File: src/hid_config.svh
//********************
// Report host constants. Include wherever report sizes,
// descriptor slots or HID class codes are needed
//********************
`ifndef HID_CONFIG_SVH
`define HID_CONFIG_SVH

`define HID_REPORT_BYTES 8      // report bytes kept
`define HID_DESC_SLOTS 7        // vid l/h, pid l/h, class, subclass, protocol

`define HID_SLOT_CLASS 4
`define HID_SLOT_SUBCLASS 5
`define HID_SLOT_PROTOCOL 6

`define HID_CLASS_HID 3
`define HID_SUBCLASS_BOOT 1
`define HID_PROTOCOL_KEYBOARD 1

`define HID_KEY_FIRST 2         // keyboard key codes start here
`define HID_PAD_STICK 3         // gamepad x axis, y axis follows
`define HID_PAD_BUTTONS 5       // face buttons, system buttons follow
`define HID_ADAPTER_SKIP 2'b10  // byte 0 low bits of an ignored adapter record

`endif
File: src/hid_pkg.sv
//********************
// Shared types of the report host: device type and the
// byte, position and report buffer types
//********************
`default_nettype none

package hid_pkg;

    `include "hid_config.svh"

    // device class as worked out from the interface descriptor
    typedef enum logic [1:0] {
        DEV_NONE     = 2'd0,
        DEV_KEYBOARD = 2'd1,
        DEV_MOUSE    = 2'd2,
        DEV_GAMEPAD  = 2'd3
    } dev_type_t;

    typedef logic [7:0] hid_byte_t;

    // byte n sits in bits 8n+7 down to 8n
    typedef logic [8*`HID_REPORT_BYTES-1:0] report_buf_t;

    typedef logic [3:0] byte_idx_t;     // position within a frame

endpackage

`default_nettype wire

File: src/hid_report_host.sv
//********************
// Top of the HID report host. Feed it the receive engine's
// frame, byte and save signals; it gives the device type,
// decoded fields and a report pulse per finished report
//********************
`timescale 1ns/10ps
`default_nettype none

module hid_report_host (
    input  wire                  usbclk,
    input  wire                  usbrst_n,
    input  wire                  frame,
    input  wire                  byte_stb,
    input  wire hid_pkg::hid_byte_t byte_data,
    input  wire                  save,
    input  wire [3:0]            save_reg,
    input  wire [3:0]            save_byte,
    input  wire                  connected,
    output wire hid_pkg::dev_type_t dev_type,
    output wire                  report,
    output wire hid_pkg::hid_byte_t key_modifiers,
    output wire hid_pkg::hid_byte_t key1,
    output wire hid_pkg::hid_byte_t key2,
    output wire hid_pkg::hid_byte_t key3,
    output wire hid_pkg::hid_byte_t key4,
    output wire hid_pkg::hid_byte_t mouse_btn,
    output wire signed [7:0]     mouse_dx,
    output wire signed [7:0]     mouse_dy,
    output wire                  game_l,
    output wire                  game_r,
    output wire                  game_u,
    output wire                  game_d,
    output wire                  game_a,
    output wire                  game_b,
    output wire                  game_x,
    output wire                  game_y,
    output wire                  game_sel,
    output wire                  game_sta,
    output wire hid_pkg::report_buf_t last_report
);
    import hid_pkg::*;

    wire            byte_valid;
    wire byte_idx_t byte_idx;
    wire hid_byte_t byte_val;

    report_capture i_capture (
        .usbclk      (usbclk),
        .usbrst_n    (usbrst_n),
        .frame       (frame),
        .byte_stb    (byte_stb),
        .byte_data   (byte_data),
        .dev_type    (dev_type),
        .byte_valid  (byte_valid),
        .byte_idx    (byte_idx),
        .byte_val    (byte_val),
        .last_report (last_report),
        .report      (report)
    );

    device_classifier i_classifier (
        .usbclk      (usbclk),
        .usbrst_n    (usbrst_n),
        .save        (save),
        .save_reg    (save_reg),
        .save_byte   (save_byte),
        .last_report (last_report),    // saves pick bytes of the stored report
        .connected   (connected),
        .dev_type    (dev_type)
    );

    boot_report_decoder i_boot (
        .usbclk        (usbclk),
        .usbrst_n      (usbrst_n),
        .byte_valid    (byte_valid),
        .byte_idx      (byte_idx),
        .byte_val      (byte_val),
        .dev_type      (dev_type),
        .report        (report),
        .key_modifiers (key_modifiers),
        .key1          (key1),
        .key2          (key2),
        .key3          (key3),
        .key4          (key4),
        .mouse_btn     (mouse_btn),
        .mouse_dx      (mouse_dx),
        .mouse_dy      (mouse_dy)
    );

    gamepad_decoder i_gamepad (
        .usbclk     (usbclk),
        .usbrst_n   (usbrst_n),
        .byte_valid (byte_valid),
        .byte_idx   (byte_idx),
        .byte_val   (byte_val),
        .dev_type   (dev_type),
        .game_l     (game_l),
        .game_r     (game_r),
        .game_u     (game_u),
        .game_d     (game_d),
        .game_a     (game_a),
        .game_b     (game_b),
        .game_x     (game_x),
        .game_y     (game_y),
        .game_sel   (game_sel),
        .game_sta   (game_sta)
    );

endmodule

`default_nettype wire

File: src/gamepad_decoder.sv
//********************
// Generic gamepad decoder. Directions come from bytes 0/1 or
// from the stick bytes, buttons from bytes 5 and 6. Records
// of a dual controller adapter marked by byte 0 are skipped
//********************
`timescale 1ns/10ps
`default_nettype none
`include "hid_config.svh"

module gamepad_decoder (
    input  wire                  usbclk,
    input  wire                  usbrst_n,
    input  wire                  byte_valid,
    input  wire hid_pkg::byte_idx_t byte_idx,
    input  wire hid_pkg::hid_byte_t byte_val,
    input  wire hid_pkg::dev_type_t dev_type,
    output logic                 game_l,
    output logic                 game_r,
    output logic                 game_u,
    output logic                 game_d,
    output logic                 game_a,
    output logic                 game_b,
    output logic                 game_x,
    output logic                 game_y,
    output logic                 game_sel,
    output logic                 game_sta
);
    import hid_pkg::*;

    localparam byte_idx_t STICK_X = byte_idx_t'(`HID_PAD_STICK);
    localparam byte_idx_t STICK_Y = byte_idx_t'(`HID_PAD_STICK + 1);
    localparam byte_idx_t BTN_FACE = byte_idx_t'(`HID_PAD_BUTTONS);
    localparam byte_idx_t BTN_SYS = byte_idx_t'(`HID_PAD_BUTTONS + 1);

    logic valid;    // current record applies

    always_ff @(posedge usbclk) begin
        if (!usbrst_n) begin
            valid    <= 1'b0;
            game_l   <= 1'b0;
            game_r   <= 1'b0;
            game_u   <= 1'b0;
            game_d   <= 1'b0;
            game_a   <= 1'b0;
            game_b   <= 1'b0;
            game_x   <= 1'b0;
            game_y   <= 1'b0;
            game_sel <= 1'b0;
            game_sta <= 1'b0;
        end else if (byte_valid && dev_type == DEV_GAMEPAD) begin
            case (byte_idx)
                4'd0: begin
                    valid <= (byte_val[1:0] != `HID_ADAPTER_SKIP);
                    if (byte_val[1:0] != `HID_ADAPTER_SKIP)
                        {game_l, game_r, game_u, game_d} <= 4'b0000;
                    // some pads report x here, even on a skipped record
                    if (byte_val == 8'h00) {game_l, game_r} <= 2'b10;
                    if (byte_val == 8'hff) {game_l, game_r} <= 2'b01;
                end
                4'd1: begin
                    if (byte_val == 8'h00) {game_u, game_d} <= 2'b10;
                    if (byte_val == 8'hff) {game_u, game_d} <= 2'b01;
                end
                STICK_X: if (valid) begin
                    if (byte_val[7:6] == 2'b00) {game_l, game_r} <= 2'b10;
                    if (byte_val[7:6] == 2'b11) {game_l, game_r} <= 2'b01;
                end
                STICK_Y: if (valid) begin
                    if (byte_val[7:6] == 2'b00) {game_u, game_d} <= 2'b10;
                    if (byte_val[7:6] == 2'b11) {game_u, game_d} <= 2'b01;
                end
                BTN_FACE: if (valid) begin
                    {game_y, game_b, game_a, game_x} <= byte_val[7:4];
                end
                BTN_SYS: if (valid) begin
                    {game_sta, game_sel} <= byte_val[5:4];
                end
                default: ;
            endcase
        end
    end

    a_lr_exclusive: assert property (@(posedge usbclk) disable iff (!usbrst_n)
        !(game_l && game_r));

endmodule

`default_nettype wire

File: src/boot_report_decoder.sv
//********************
// Boot protocol decoder for keyboards and mice. Fields are
// taken from the byte stream as it arrives; mouse motion is
// cleared after each report pulse
//********************
`timescale 1ns/10ps
`default_nettype none
`include "hid_config.svh"

module boot_report_decoder (
    input  wire                  usbclk,
    input  wire                  usbrst_n,
    input  wire                  byte_valid,
    input  wire hid_pkg::byte_idx_t byte_idx,
    input  wire hid_pkg::hid_byte_t byte_val,
    input  wire hid_pkg::dev_type_t dev_type,
    input  wire                  report,
    output hid_pkg::hid_byte_t   key_modifiers,
    output hid_pkg::hid_byte_t   key1,
    output hid_pkg::hid_byte_t   key2,
    output hid_pkg::hid_byte_t   key3,
    output hid_pkg::hid_byte_t   key4,
    output hid_pkg::hid_byte_t   mouse_btn,
    output logic signed [7:0]    mouse_dx,
    output logic signed [7:0]    mouse_dy
);
    import hid_pkg::*;

    localparam byte_idx_t KEY1_POS = byte_idx_t'(`HID_KEY_FIRST);
    localparam byte_idx_t KEY2_POS = byte_idx_t'(`HID_KEY_FIRST + 1);
    localparam byte_idx_t KEY3_POS = byte_idx_t'(`HID_KEY_FIRST + 2);
    localparam byte_idx_t KEY4_POS = byte_idx_t'(`HID_KEY_FIRST + 3);

    always_ff @(posedge usbclk) begin
        if (!usbrst_n) begin
            key_modifiers <= '0;
            key1          <= '0;
            key2          <= '0;
            key3          <= '0;
            key4          <= '0;
            mouse_btn     <= '0;
            mouse_dx      <= '0;
            mouse_dy      <= '0;
        end else begin
            if (report) begin           // motion is relative, drop it once reported
                mouse_dx <= '0;
                mouse_dy <= '0;
            end
            if (byte_valid && dev_type == DEV_KEYBOARD) begin
                case (byte_idx)
                    4'd0:     key_modifiers <= byte_val;
                    KEY1_POS: key1 <= byte_val;   // byte 1 is reserved
                    KEY2_POS: key2 <= byte_val;
                    KEY3_POS: key3 <= byte_val;
                    KEY4_POS: key4 <= byte_val;
                    default: ;
                endcase
            end
            if (byte_valid && dev_type == DEV_MOUSE) begin
                case (byte_idx)
                    4'd0: mouse_btn <= byte_val;    // middle, right, left in low bits
                    4'd1: mouse_dx  <= byte_val;
                    4'd2: mouse_dy  <= byte_val;
                    default: ;
                endcase
            end
        end
    end

endmodule

`default_nettype wire

File: src/device_classifier.sv
//********************
// Keeps the descriptor bytes that the receive engine asks
// to save and works out the device type when the protocol
// byte has been stored. Disconnect clears the type
//********************
`timescale 1ns/10ps
`default_nettype none
`include "hid_config.svh"

module device_classifier (
    input  wire                  usbclk,
    input  wire                  usbrst_n,
    input  wire                  save,
    input  wire [3:0]            save_reg,
    input  wire [3:0]            save_byte,
    input  wire hid_pkg::report_buf_t last_report,
    input  wire                  connected,
    output hid_pkg::dev_type_t   dev_type
);
    import hid_pkg::*;

    hid_byte_t slots [`HID_DESC_SLOTS];
    logic      save_d;
    logic      connected_d;

    always_ff @(posedge usbclk) begin
        if (save && (save_reg[2:0] < 3'(`HID_DESC_SLOTS)))
            slots[save_reg[2:0]] <= last_report[8*save_byte[2:0] +: 8];
    end

    always_ff @(posedge usbclk) begin
        if (!usbrst_n) begin
            save_d      <= 1'b0;
            connected_d <= 1'b0;
            dev_type    <= DEV_NONE;
        end else begin
            save_d      <= save;
            connected_d <= connected;
            // save of the protocol slot just ended
            if (!save && save_d && save_reg == 4'(`HID_SLOT_PROTOCOL)) begin
                if (slots[`HID_SLOT_CLASS] != 8'(`HID_CLASS_HID))
                    dev_type <= DEV_NONE;
                else if (slots[`HID_SLOT_SUBCLASS] != 8'(`HID_SUBCLASS_BOOT))
                    dev_type <= DEV_GAMEPAD;        // non-boot hid
                else if (slots[`HID_SLOT_PROTOCOL] == 8'(`HID_PROTOCOL_KEYBOARD))
                    dev_type <= DEV_KEYBOARD;
                else
                    dev_type <= DEV_MOUSE;
            end
            if (!connected && connected_d)
                dev_type <= DEV_NONE;               // unplug wins
        end
    end

    a_disconnect: assert property (@(posedge usbclk) disable iff (!usbrst_n)
        $fell(connected) |=> (dev_type == DEV_NONE));

endmodule

`default_nettype wire

File: src/report_capture.sv
//********************
// Front end of the report host. Samples the receive engine's
// frame and byte strobe, numbers the bytes of a frame, keeps
// the last report and pulses report when a frame ends
//********************
`timescale 1ns/10ps
`default_nettype none
`include "hid_config.svh"

module report_capture (
    input  wire                  usbclk,
    input  wire                  usbrst_n,
    input  wire                  frame,
    input  wire                  byte_stb,
    input  wire hid_pkg::hid_byte_t byte_data,
    input  wire hid_pkg::dev_type_t dev_type,
    output logic                 byte_valid,
    output hid_pkg::byte_idx_t   byte_idx,
    output hid_pkg::hid_byte_t   byte_val,
    output hid_pkg::report_buf_t last_report,
    output logic                 report
);
    import hid_pkg::*;

    localparam int POS_W = $clog2(`HID_REPORT_BYTES);

    logic             frame_r;
    logic             frame_d;
    logic             stb_r;
    logic             stb_d;
    hid_byte_t        data_r;
    logic [POS_W-1:0] pos;

    // engine strobe spans several cycles, only its rise counts
    assign byte_valid = frame_r & stb_r & ~stb_d;
    assign byte_val   = data_r;
    assign pos        = byte_idx[POS_W-1:0];   // wraps past the buffer end

    always_ff @(posedge usbclk) begin
        if (!usbrst_n) begin
            frame_r  <= 1'b0;
            frame_d  <= 1'b0;
            stb_r    <= 1'b0;
            stb_d    <= 1'b0;
            byte_idx <= '0;
            report   <= 1'b0;
        end else begin
            frame_r <= frame;
            frame_d <= frame_r;
            stb_r   <= byte_stb;
            stb_d   <= stb_r;
            report  <= ~frame_r & frame_d & (dev_type != DEV_NONE);
            if (!frame_r)
                byte_idx <= '0;
            else if (byte_valid)
                byte_idx <= byte_idx + 1'b1;
        end
    end

    always_ff @(posedge usbclk) begin
        data_r <= byte_data;
        if (byte_valid)
            last_report[8*pos +: 8] <= data_r;
    end

    // one pulse per frame end
    a_report_pulse: assert property (@(posedge usbclk) disable iff (!usbrst_n)
        report |=> !report);

endmodule

`default_nettype wire

File: config.mk
export PLATFORM = sky130hd
export DESIGN_NAME = hid_report_host
export DESIGN_NICKNAME = d
export VERILOG_FILES = /design/src/hid_pkg.sv /design/src/hid_report_host.sv /design/src/gamepad_decoder.sv /design/src/boot_report_decoder.sv /design/src/device_classifier.sv /design/src/report_capture.sv
export VERILOG_INCLUDE_DIRS = /design/src /design/src/src
export SDC_FILE = /design/constraint.sdc
export NUM_CORES = 1
export LEC_CHECK = 0
export ABC_AREA = 1
export BUFFER_PORTS_ARGS = -buffer_cell sky130_fd_sc_hd__buf_2
export CORE_AREA = 2 2 131 133
export DETAILED_ROUTE_END_ITERATION = 8
export DIE_AREA = 0 0 133 135
export GPL_ROUTABILITY_DRIVEN = 0
export PLACE_DENSITY = 0.74
export REMOVE_ABC_BUFFERS = 1
export SLEW_MARGIN = 40
export SYNTH_ARGS = -nofsm -noshare
export SYNTH_HDL_FRONTEND = slang
export SYNTH_SLANG_ARGS = --single-unit
File: constraint.sdc
create_clock -name usbclk -period 3.9 [get_ports usbclk]
set_input_delay 0.585 -clock usbclk [delete_from_list [all_inputs] [get_ports usbclk]]
set_output_delay 0.585 -clock usbclk [all_outputs]
set_load 0.02 [all_outputs]
# ---- Word level (Yosys, flattened, before mapping)
# Memory sizes are Yosys's and may differ from the RTL's.
# Cells that the tools add are included.
dict set report op_classes {
  reduce_logical 28
  n_bitwise 7
  n_lt_le_gt_ge 1
  n_shift 3
  n_eq_ne 23
  muxes 31
  n_addsub 2
}
# cell count
set op_table {}
lappend op_table {{bitwise mux 64 bit} 1}
lappend op_table {{variable shift 8 x 34 -> 64 bit, first input constant} 1}
lappend op_table {{variable part select 64 x 7 -> 8 bit} 1}
lappend op_table {{variable part select 8 x 34 -> 64 bit} 1}
lappend op_table {{two-way mux 8 bit} 6}
lappend op_table {{negator 6 -> 34 bit} 1}
lappend op_table {{two-way mux 1 bit} 17}
lappend op_table {{equality test 4 x 3 -> 1 bit, second input constant} 4}
lappend op_table {{AND reduction 2 bit} 8}
lappend op_table {{inequality test 3 x 1 -> 1 bit, second input constant} 3}
lappend op_table {{equality test 4 x 2 -> 1 bit, second input constant} 2}
lappend op_table {{equality test 8 x 1 -> 1 bit, second input constant} 1}
lappend op_table {{equality test 8 bit, second input constant} 1}
lappend op_table {{zero test 8 bit} 1}
lappend op_table {{inequality test 8 x 1 -> 1 bit, second input constant} 1}
lappend op_table {{inequality test 8 x 2 -> 1 bit, second input constant} 1}
lappend op_table {{logical AND 1 bit} 7}
lappend op_table {{equality test 2 bit, second input constant} 3}
lappend op_table {{two-way mux 2 bit} 3}
lappend op_table {{inequality test 2 x 1 -> 1 bit, second input constant} 3}
lappend op_table {{one-hot mux 1 bit (3 select lines)} 2}
lappend op_table {{AND reduction 3 bit} 2}
lappend op_table {{AND reduction 6 bit} 1}
lappend op_table {{AND reduction 5 bit} 1}
lappend op_table {{other kinds (15)} 23}
dict set report word_totals {
  wordCells 126
  n_memories 1
  ram_bits 56
  output_inout_bits 141
  register_bits 160
}
# name words width read_ports rd_clocked_by_memory_dff write_ports line_no
set memory_table {}
lappend memory_table {i_classifier.slots 7 8 3 0 1 device_classifier.sv:22} ;# hid_byte_t slots [`HID_DESC_SLOTS];

# ---- Longest topological paths before layout
# Gate-level depths: netlist of the first run.
dict set report logic_depth {
  word_depth 5
  depth_mapped 12
  ltp_nobuf 11
}

# ---- Hierarchy
# From an unflattened synthesis of the first run, not the netlist that was laid out.
dict set report hier_totals {
  cells_unflattened 1007
  area_unflattened_um2 8236.6
}
# module cells_per_inst n_inst area_each_um2 seq_area_each_um2
set by_module_without_submodules {}
lappend by_module_without_submodules {report_capture 268 1 3173.0 2262.2}
lappend by_module_without_submodules {boot_report_decoder 416 1 2758.9 1281.2}
lappend by_module_without_submodules {device_classifier 209 1 1584.0 800.8}
lappend by_module_without_submodules {gamepad_decoder 114 1 720.7 220.2}

# ---- Worst setup path before layout of the first run
# Ideal clock, no wire load.
dict set report synth_path {
  path_kind {register to register}
  from {reg, netlist name i_capture.byte_idx[0]}
  to {reg i_capture.last_report[32] (enable)}
  path_buffers 3
  slack_ns 0.741
  path_stages_with_launch 11
  synth_period_minus_slack_ns 3.159
  t_arrival_ns 2.775
  setup_time_ns 0.383
  path_cell_list {dfxtp_1 > clkinv_1 > clkbuf_1 > ha_1 > ha_1 > buf_2 > inv_1 > nor2_1 > nand2_1 > buf_2 > nor3_1}
}
# item line_no
set synth_rtl {}
lappend synth_rtl {{to (signal, indexed assignment)} report_capture.sv:63} ;# last_report[8*pos +: 8] <= data_r;
lappend synth_rtl {{to (decl)} report_capture.sv:20} ;# output hid_pkg::report_buf_t last_report,

==> impl_metrics.yaml, run 1 <==
worst_setup_path:
  critPathLaunchType: "register"
  slowest_delay_ns: 0.52
  crit_required_ns: 4.04
  cpMaxStageDelayCell: "ha_1"
  cp_cell_sequence: "buf_4, clkinv_1, ha_1, ha_1, inv_1, nor2_1, nand2_1, buf_4, nor3_1, buf_4"
  worstSetupStartpoint: "i_capture.byte_idx[0]"
  worstPathBufferInverterCount: 5
  rrSetupSlack_ns: 0.89
  critical_path_class: "register to register"
  reg2reg_to: "i_capture.last_report[25]"
  rr_startpoint: "i_capture.byte_idx[0]"
  path_max_fanout: 15
  critPathTopFamily: "buffers and inverters"
  reg2regPathDepth: 10
  cp_common_cell: "buf_4"
  cp-end-kind: "register"
  cp.arrival_ns: 3.15
pwr:
  peakVddDrop_uv: 321.9
  power.density_mw_per_mm2: 425.7
  p_leak_nw: 3.432
place:
  post_dp_cell_area_mm2: 0.008494
  io_buffers: 161
  dpl.hpwl_mm: 14.04
synthesis:
  avgSynthCellArea_um2: 9.489
  synth_area_leaders: "edfxtp_1 (35%), dfxtp_1 (26%), nor2_1 (8.1%)"
  syn_area_mm2: 0.007506
  ys_warn_count: 0
  synth_top_area_cell: "edfxtp_1"
  synth_edf_count: 88
  synth_top_area_share_pct: 35.21
  synth_ff_type: "dfxtp_1"
  ys_ff_latch: 184
  synth_cell_types: 31
  synthArstFlopShare_pct: 0
  seq_area_frac_synth_pct: 60.81
  synthCells: 791
min_path:
  whs_path_depth: 1
  hold_end: "i_capture.byte_val[3]"
  min_from: "byte_data[3]"
  min_path_type: "primary input to register"
floorplanning:
  rows: 47
  initial_core_util_pct: 45.75
  chipWidth_um: 133
  ios: 163
  dieArea_mm2: 0.01796
  chipHeight_um: 135
  placeableCoreArea_mm2: 0.01641
sta:
  setup_viol: 0
  timing.final.hold_violations: 0
  setup_tns_ns: 0
  worstMarginPinSlew_ns: 0.8109
  post-route-min-period_ns: 3.010
  fin_skew_ns: 0.009866
  rsz0062_at_grt: "false"
  post-route-period-util_pct: 77.17
  maxSlewViolCount: 0
  max_freq_mhz: 332.2
  slew_headroom_pct: 45.88
final_layout:
  antenna_cells: 0
  layout_common_cells: "nor2_1 (161), buf_2 (161), dfxtp_1 (96)"
  syn2layout_area_growth_pct: 21.00
  drive_above_1_share_pct: 24.90
  final_net_count: 975
  final_area_mm2: 0.009082
cts:
  ctsResizeCount: 0
  root_buffer: "clkbuf_16"
  cts.sink_count: 184
  ctsHoldBuffers: 0
  post-cts-setup-buffer-count: 0
  clockBufferDepth: 2
  clk_latency_ns: 0.44
  cts_tree: "built"
  h-tree-depth: 4
  path_clk_slew_ns: 0.07
  cts_inserted_buffers: 17
drt:
  route.detailed.drc: 0
  drtIter0Drc: 600
  vias: 6226
  dr.pass1.iters: 5
  routed_wl_mm: 20.02
  via_per_inst: 5.276
  antenna_left: 0
  wl_per_cell_um: 16.96
global_routing:
  antenna_found_initial: 0
  overflow: 0
  grt_max_degree: 49
  grt_usage_pct: 22.32
  grt_pass1_vias: 5692
  grt_first_pass_wirelength_mm: 30.64
job:
  drv_cap: 0
status:
  status: "finished, final reports clean"
[power breakdown]
group | switching (mW) | internal (mW)
Clock | 0.836 | 0.864
Combinational | 0.0939 | 0.0327
Sequential | 0.0135 | 2.03
Total | 0.943 | 2.92
[through the flow]
stage	worst slack [ns]	cells	hold slack [ns]	power, mW	util [%]
floorplan	0.4060	755	0.4087	2.143	-
global placement	0.9961	1148	0.4339	2.206	51.71
detailed placement	0.9378	1148	0.4359	2.209	51.77
CTS	0.9156	1180	0.2353	3.885	55.36
global route	0.6176	1180	0.2275	3.981	55.36
finish	0.8902	1180	0.2449	3.866	55.36
[final cells by class]
type                            instances  area, um2
Fill cell                            1441       7325
Sequential cell                       184       4564
Multi-Input combinational cell        515       2549
Timing Repair Buffer                  173      895.9
Clock buffer                           17      425.4
Tap cell                              220      275.3
Inverter                               56      210.2
Clock inverter                         15      162.7
[state kept, by name, indices dropped and copies added, names as in the netlist, 2 cells and up]
signal / count
i_boot.mouse_dx: 8
i_capture.byte_val: 8
i_boot.key1: 8
i_classifier.slots: 24
i_boot.key4: 8
i_classifier.dev_type: 2
i_capture.byte_idx: 4
i_boot.mouse_btn: 8
i_boot.key3: 8
i_boot.key2: 8
i_boot.mouse_dy: 8
i_boot.key_modifiers: 8
i_capture.last_report: 64
[how the worst max path moves through the flow]
stage                                            to  slack [ns]  depth (start not counted)
after floorplan           i_capture.last_report[24]        0.41                          7
after global placement    i_capture.last_report[26]         1.0                         10
after detailed placement  i_capture.last_report[27]        0.94                         10
after CTS                 i_capture.last_report[27]        0.92                         10
after global routing      i_capture.last_report[25]        0.62                         10
final                     i_capture.last_report[25]        0.89                         10
[cell families (layout without fill, tap and decap cells)]
| kind of cell | after synthesis | after routing | share of synthesized area (%) |
|---|---|---|---|
| AND/OR/NAND/NOR | 303 | 303 | 18.37 |
| flip-flops | 184 | 184 | 60.81 |
| buffers and inverters | 92 | 261 | 5.367 |
| AO/OA/AOI/OAI | 206 | 206 | 14.45 |
| adder cells (fa/ha/maj) | 6 | 6 | 1.000 |
[routing by layer]
layer | vias to the layer above | routed length, um | global-route usage (%)
li1 | 3027 | - | -
met1 | 2880 | 8868 | 30.20
met2 | 285 | 9135 | 34.69
met3 | 34 | 1574 | 5.706
met4 | 0 | 440 | 8.602
met5 | - | 0 | 0
[cells in the mapped netlist (8+ instances only)]
library cell  number
nor2_1           161
o21ai_0           95
dfxtp_1           96
nand2_1           62
o22ai_1            8
a31oi_1            9
edfxtp_1          88
inv_1             41
nand3_1           14
nor4_1             8
nor3_1            28
nand4_1           10
o21ai_1            8
clkbuf_1          24
clkinv_1           9
a21oi_1           77
nor2_4             9
[worst register-to-register path: cells and delay by family (launching register included)]
kind | cells | cell delay (ns)
DFF | 1 | 0.31
buffers and inverters | 5 | 1.01
adders and majority gates | 2 | 0.82
and+or+nand+nor | 3 | 0.58
(Power assumes the default switching activity.)
==> run 2, diff against run 1 <==
- ABC_AREA: 1 -> 0
- CORE_AREA: 2 2 131 133 -> 2 2 132 134
- DIE_AREA: 0 0 133 135 -> 0 0 134 136
- PLACE_DENSITY: 0.74 -> 0.73
- clock period: 3.9 -> 3.1 ns (I/O delays scaled with it)
==> run 2 against run 1 <==
Net effect: cell count down 14%; global-route usage decreased by 0.89 points; clock power up 19%; die area grew 1.5%; maximum frequency is 15% higher; sequential share of layout area is 0.50 points lower; hold slack got worse by 0.10 ns; critical path type unchanged.
==> impl_metrics.yaml, run 2 <==
synthesis:
  seq_area_frac_synth_pct: 60.17
  synth_ff_type: "dfxtp_1"
  synthArstFlopShare_pct: 0
  synth_area_leaders: "edfxtp_1 (35%), dfxtp_1 (25%), mux2i_1 (7.4%)"
  synth_top_area_share_pct: 34.83
  synth_common_cells: "dfxtp_1 (96), nor2_1 (93), edfxtp_1 (88), mux2i_1 (56), and2_1 (47)"
  ys_warn_count: 0
  synth_cell_types: 57
  ys_ff_latch: 184
  syn_area_mm2: 0.007586
  synth_top_area_cell: "edfxtp_1"
  avgSynthCellArea_um2: 12.31
  yosysMostFrequentCell: "dfxtp_1"
  synthCells: 616
  synth_edf_count: 88
floorplanning:
  ios: 163
  chipHeight_um: 136
  placeableCoreArea_mm2: 0.01688
  rows: 48
  initial_core_util_pct: 44.95
  chipWidth_um: 134
  dieArea_mm2: 0.01822
final_layout:
  syn2layout_area_growth_pct: 20.96
  regMostFlops: "i_capture.last_report"
  n_fill_cell: 1423
  largest_register_ff_count: 64
  antenna_cells: 0
  layout_common_cells: "buf_2 (161), dfxtp_1 (95), nor2_1 (93)"
  final_common_cell: "buf_2"
  final_area_mm2: 0.009176
  final_net_count: 806
  drive_above_1_share_pct: 33.12
global_routing:
  overflow: 0
  grt_pass1_vias: 5117
  grt_usage_pct: 21.43
  grt_first_pass_wirelength_mm: 29.19
  antenna_found_initial: 0
  grt_max_degree: 42
cts:
  h-tree-depth: 4
  post-cts-setup-buffer-count: 0
  cts.sink_count: 184
  root_buffer: "clkbuf_16"
  path_clk_slew_ns: 0.07
  ctsResizeCount: 0
  clk_latency_ns: 0.42
  clockBufferDepth: 2
  ctsHoldBuffers: 0
  cts_inserted_buffers: 17
  cts_tree: "built"
worst_setup_path:
  path_max_fanout: 10
  critPathTopFamily: "adder cells"
  slowest_delay_ns: 0.54
  critPathLaunchType: "register"
  crit_required_ns: 3.27
  cpMaxStageDelayCell: "dfxtp_1"
  cp_cell_sequence: "inv_1, ha_1, ha_1, nand2b_1, nand2b_1, nor3_1, buf_4, and2_1"
  worstPathBufferInverterCount: 2
  critical_path_class: "register to register"
  cp.arrival_ns: 2.78
  cp-end-kind: "register"
drt:
  routed_wl_mm: 19.20
  dr.pass1.iters: 4
  via_per_inst: 5.124
  drtIter0Drc: 346
  wl_per_cell_um: 18.89
  route.detailed.drc: 0
  antenna_left: 0
  vias: 5206
status:
  status: "finished, final reports clean"
job:
  drv_cap: 0
sta:
  max_freq_mhz: 383.2
  fin_skew_ns: 0.008784
  timing.final.hold_violations: 0
  post-route-min-period_ns: 2.610
  setup_viol: 0
  worstMarginPinSlew_ns: 0.7837
  post-route-period-util_pct: 84.19
  maxSlewViolCount: 0
  rsz0062_at_grt: "false"
  slew_headroom_pct: 47.64
  setup_tns_ns: 0
pwr:
  combPwrFrac_pct: 3.5
  netSwitchingFraction_pct: 21.53
  peakVddDrop_uv: 408.9
  power.density_mw_per_mm2: 518.9
  seq_power_share_pct: 54.0
  power.total_mw: 4.762
  clockPowerShare_pct: 42.5
  power.switching_mw: 1.025
  p_leak_nw: 3.669
  p_int_mw: 3.737
min_path:
  min_path_type: "primary input to register"
place:
  io_buffers: 161
  dpl.hpwl_mm: 13.53
  post_dp_cell_area_mm2: 0.008626
run 2: layer usage:
metal	track usage, %	wire length [um]	vias up
li1	-	-	2500
met1	27.62	8133	2492
met5	0	0	-
met2	35.64	9270	196
met4	5.260	293	0
met3	6.413	1498	18
run 2: final cells by class:
class | count | area [um2] | share of cell area (%)
inverter | 8 | 30.03 | 0.3272
multi-input combinational | 384 | 2766 | 30.15
sequential | 184 | 4566 | 49.75
clock buffer | 22 | 485.5 | 5.290
timing repair buffer | 183 | 983.4 | 10.72
clock inverter | 10 | 63.81 | 0.6954
tap | 225 | 281.5 | 3.068
run 2: path summary, 6_finish.rpt:
path | slack [ns] | endpoint | cells after the start | from
worst min register to register | 0.45 | i_gamepad.game_u | 2 | i_gamepad.game_u
worst max-delay path | 0.49 | i_capture.last_report[51] | 8 | i_capture.byte_idx[0]
worst max register to register | 0.49 | i_capture.last_report[51] | 8 | i_capture.byte_idx[0]
worst min-delay path | 0.14 | i_capture.byte_val[1] | 1 | byte_data[1]
run 2: metrics by stage:
step                      worst slack, ns  hold slack (ns)  std cells  utilization (%)
final                              0.4902           0.1418       1016            54.37
after global routing               0.2829           0.1191       1016            54.37
after CTS                          0.4866           0.1220       1016            54.37
after detailed placement           0.4918           0.4437        984            51.11
after global placement             0.5575           0.4463        984            51.11
after floorplan                    0.6672           0.4283        576                -
run 2: logic make-up after synthesis:
kind of cell	share of synthesized area (%)
compound gates	3.249
xor+xnor	0.4619
fa+ha+maj	0.9896
buf+inv	3.364
flops	60.17
mux	13.33
simple gates	18.44
run 2: power groups by stage:
stage	sequential [mW]	combinational, mW	clock (mW)
4_1_cts	2.57	0.168	2.06
2_1_floorplan	2.63	0.0754	0
5_1_grt	2.57	0.180	2.16
6_report	2.57	0.167	2.02
3_3_place_gp	2.63	0.165	0
3_5_place_dp	2.63	0.167	0
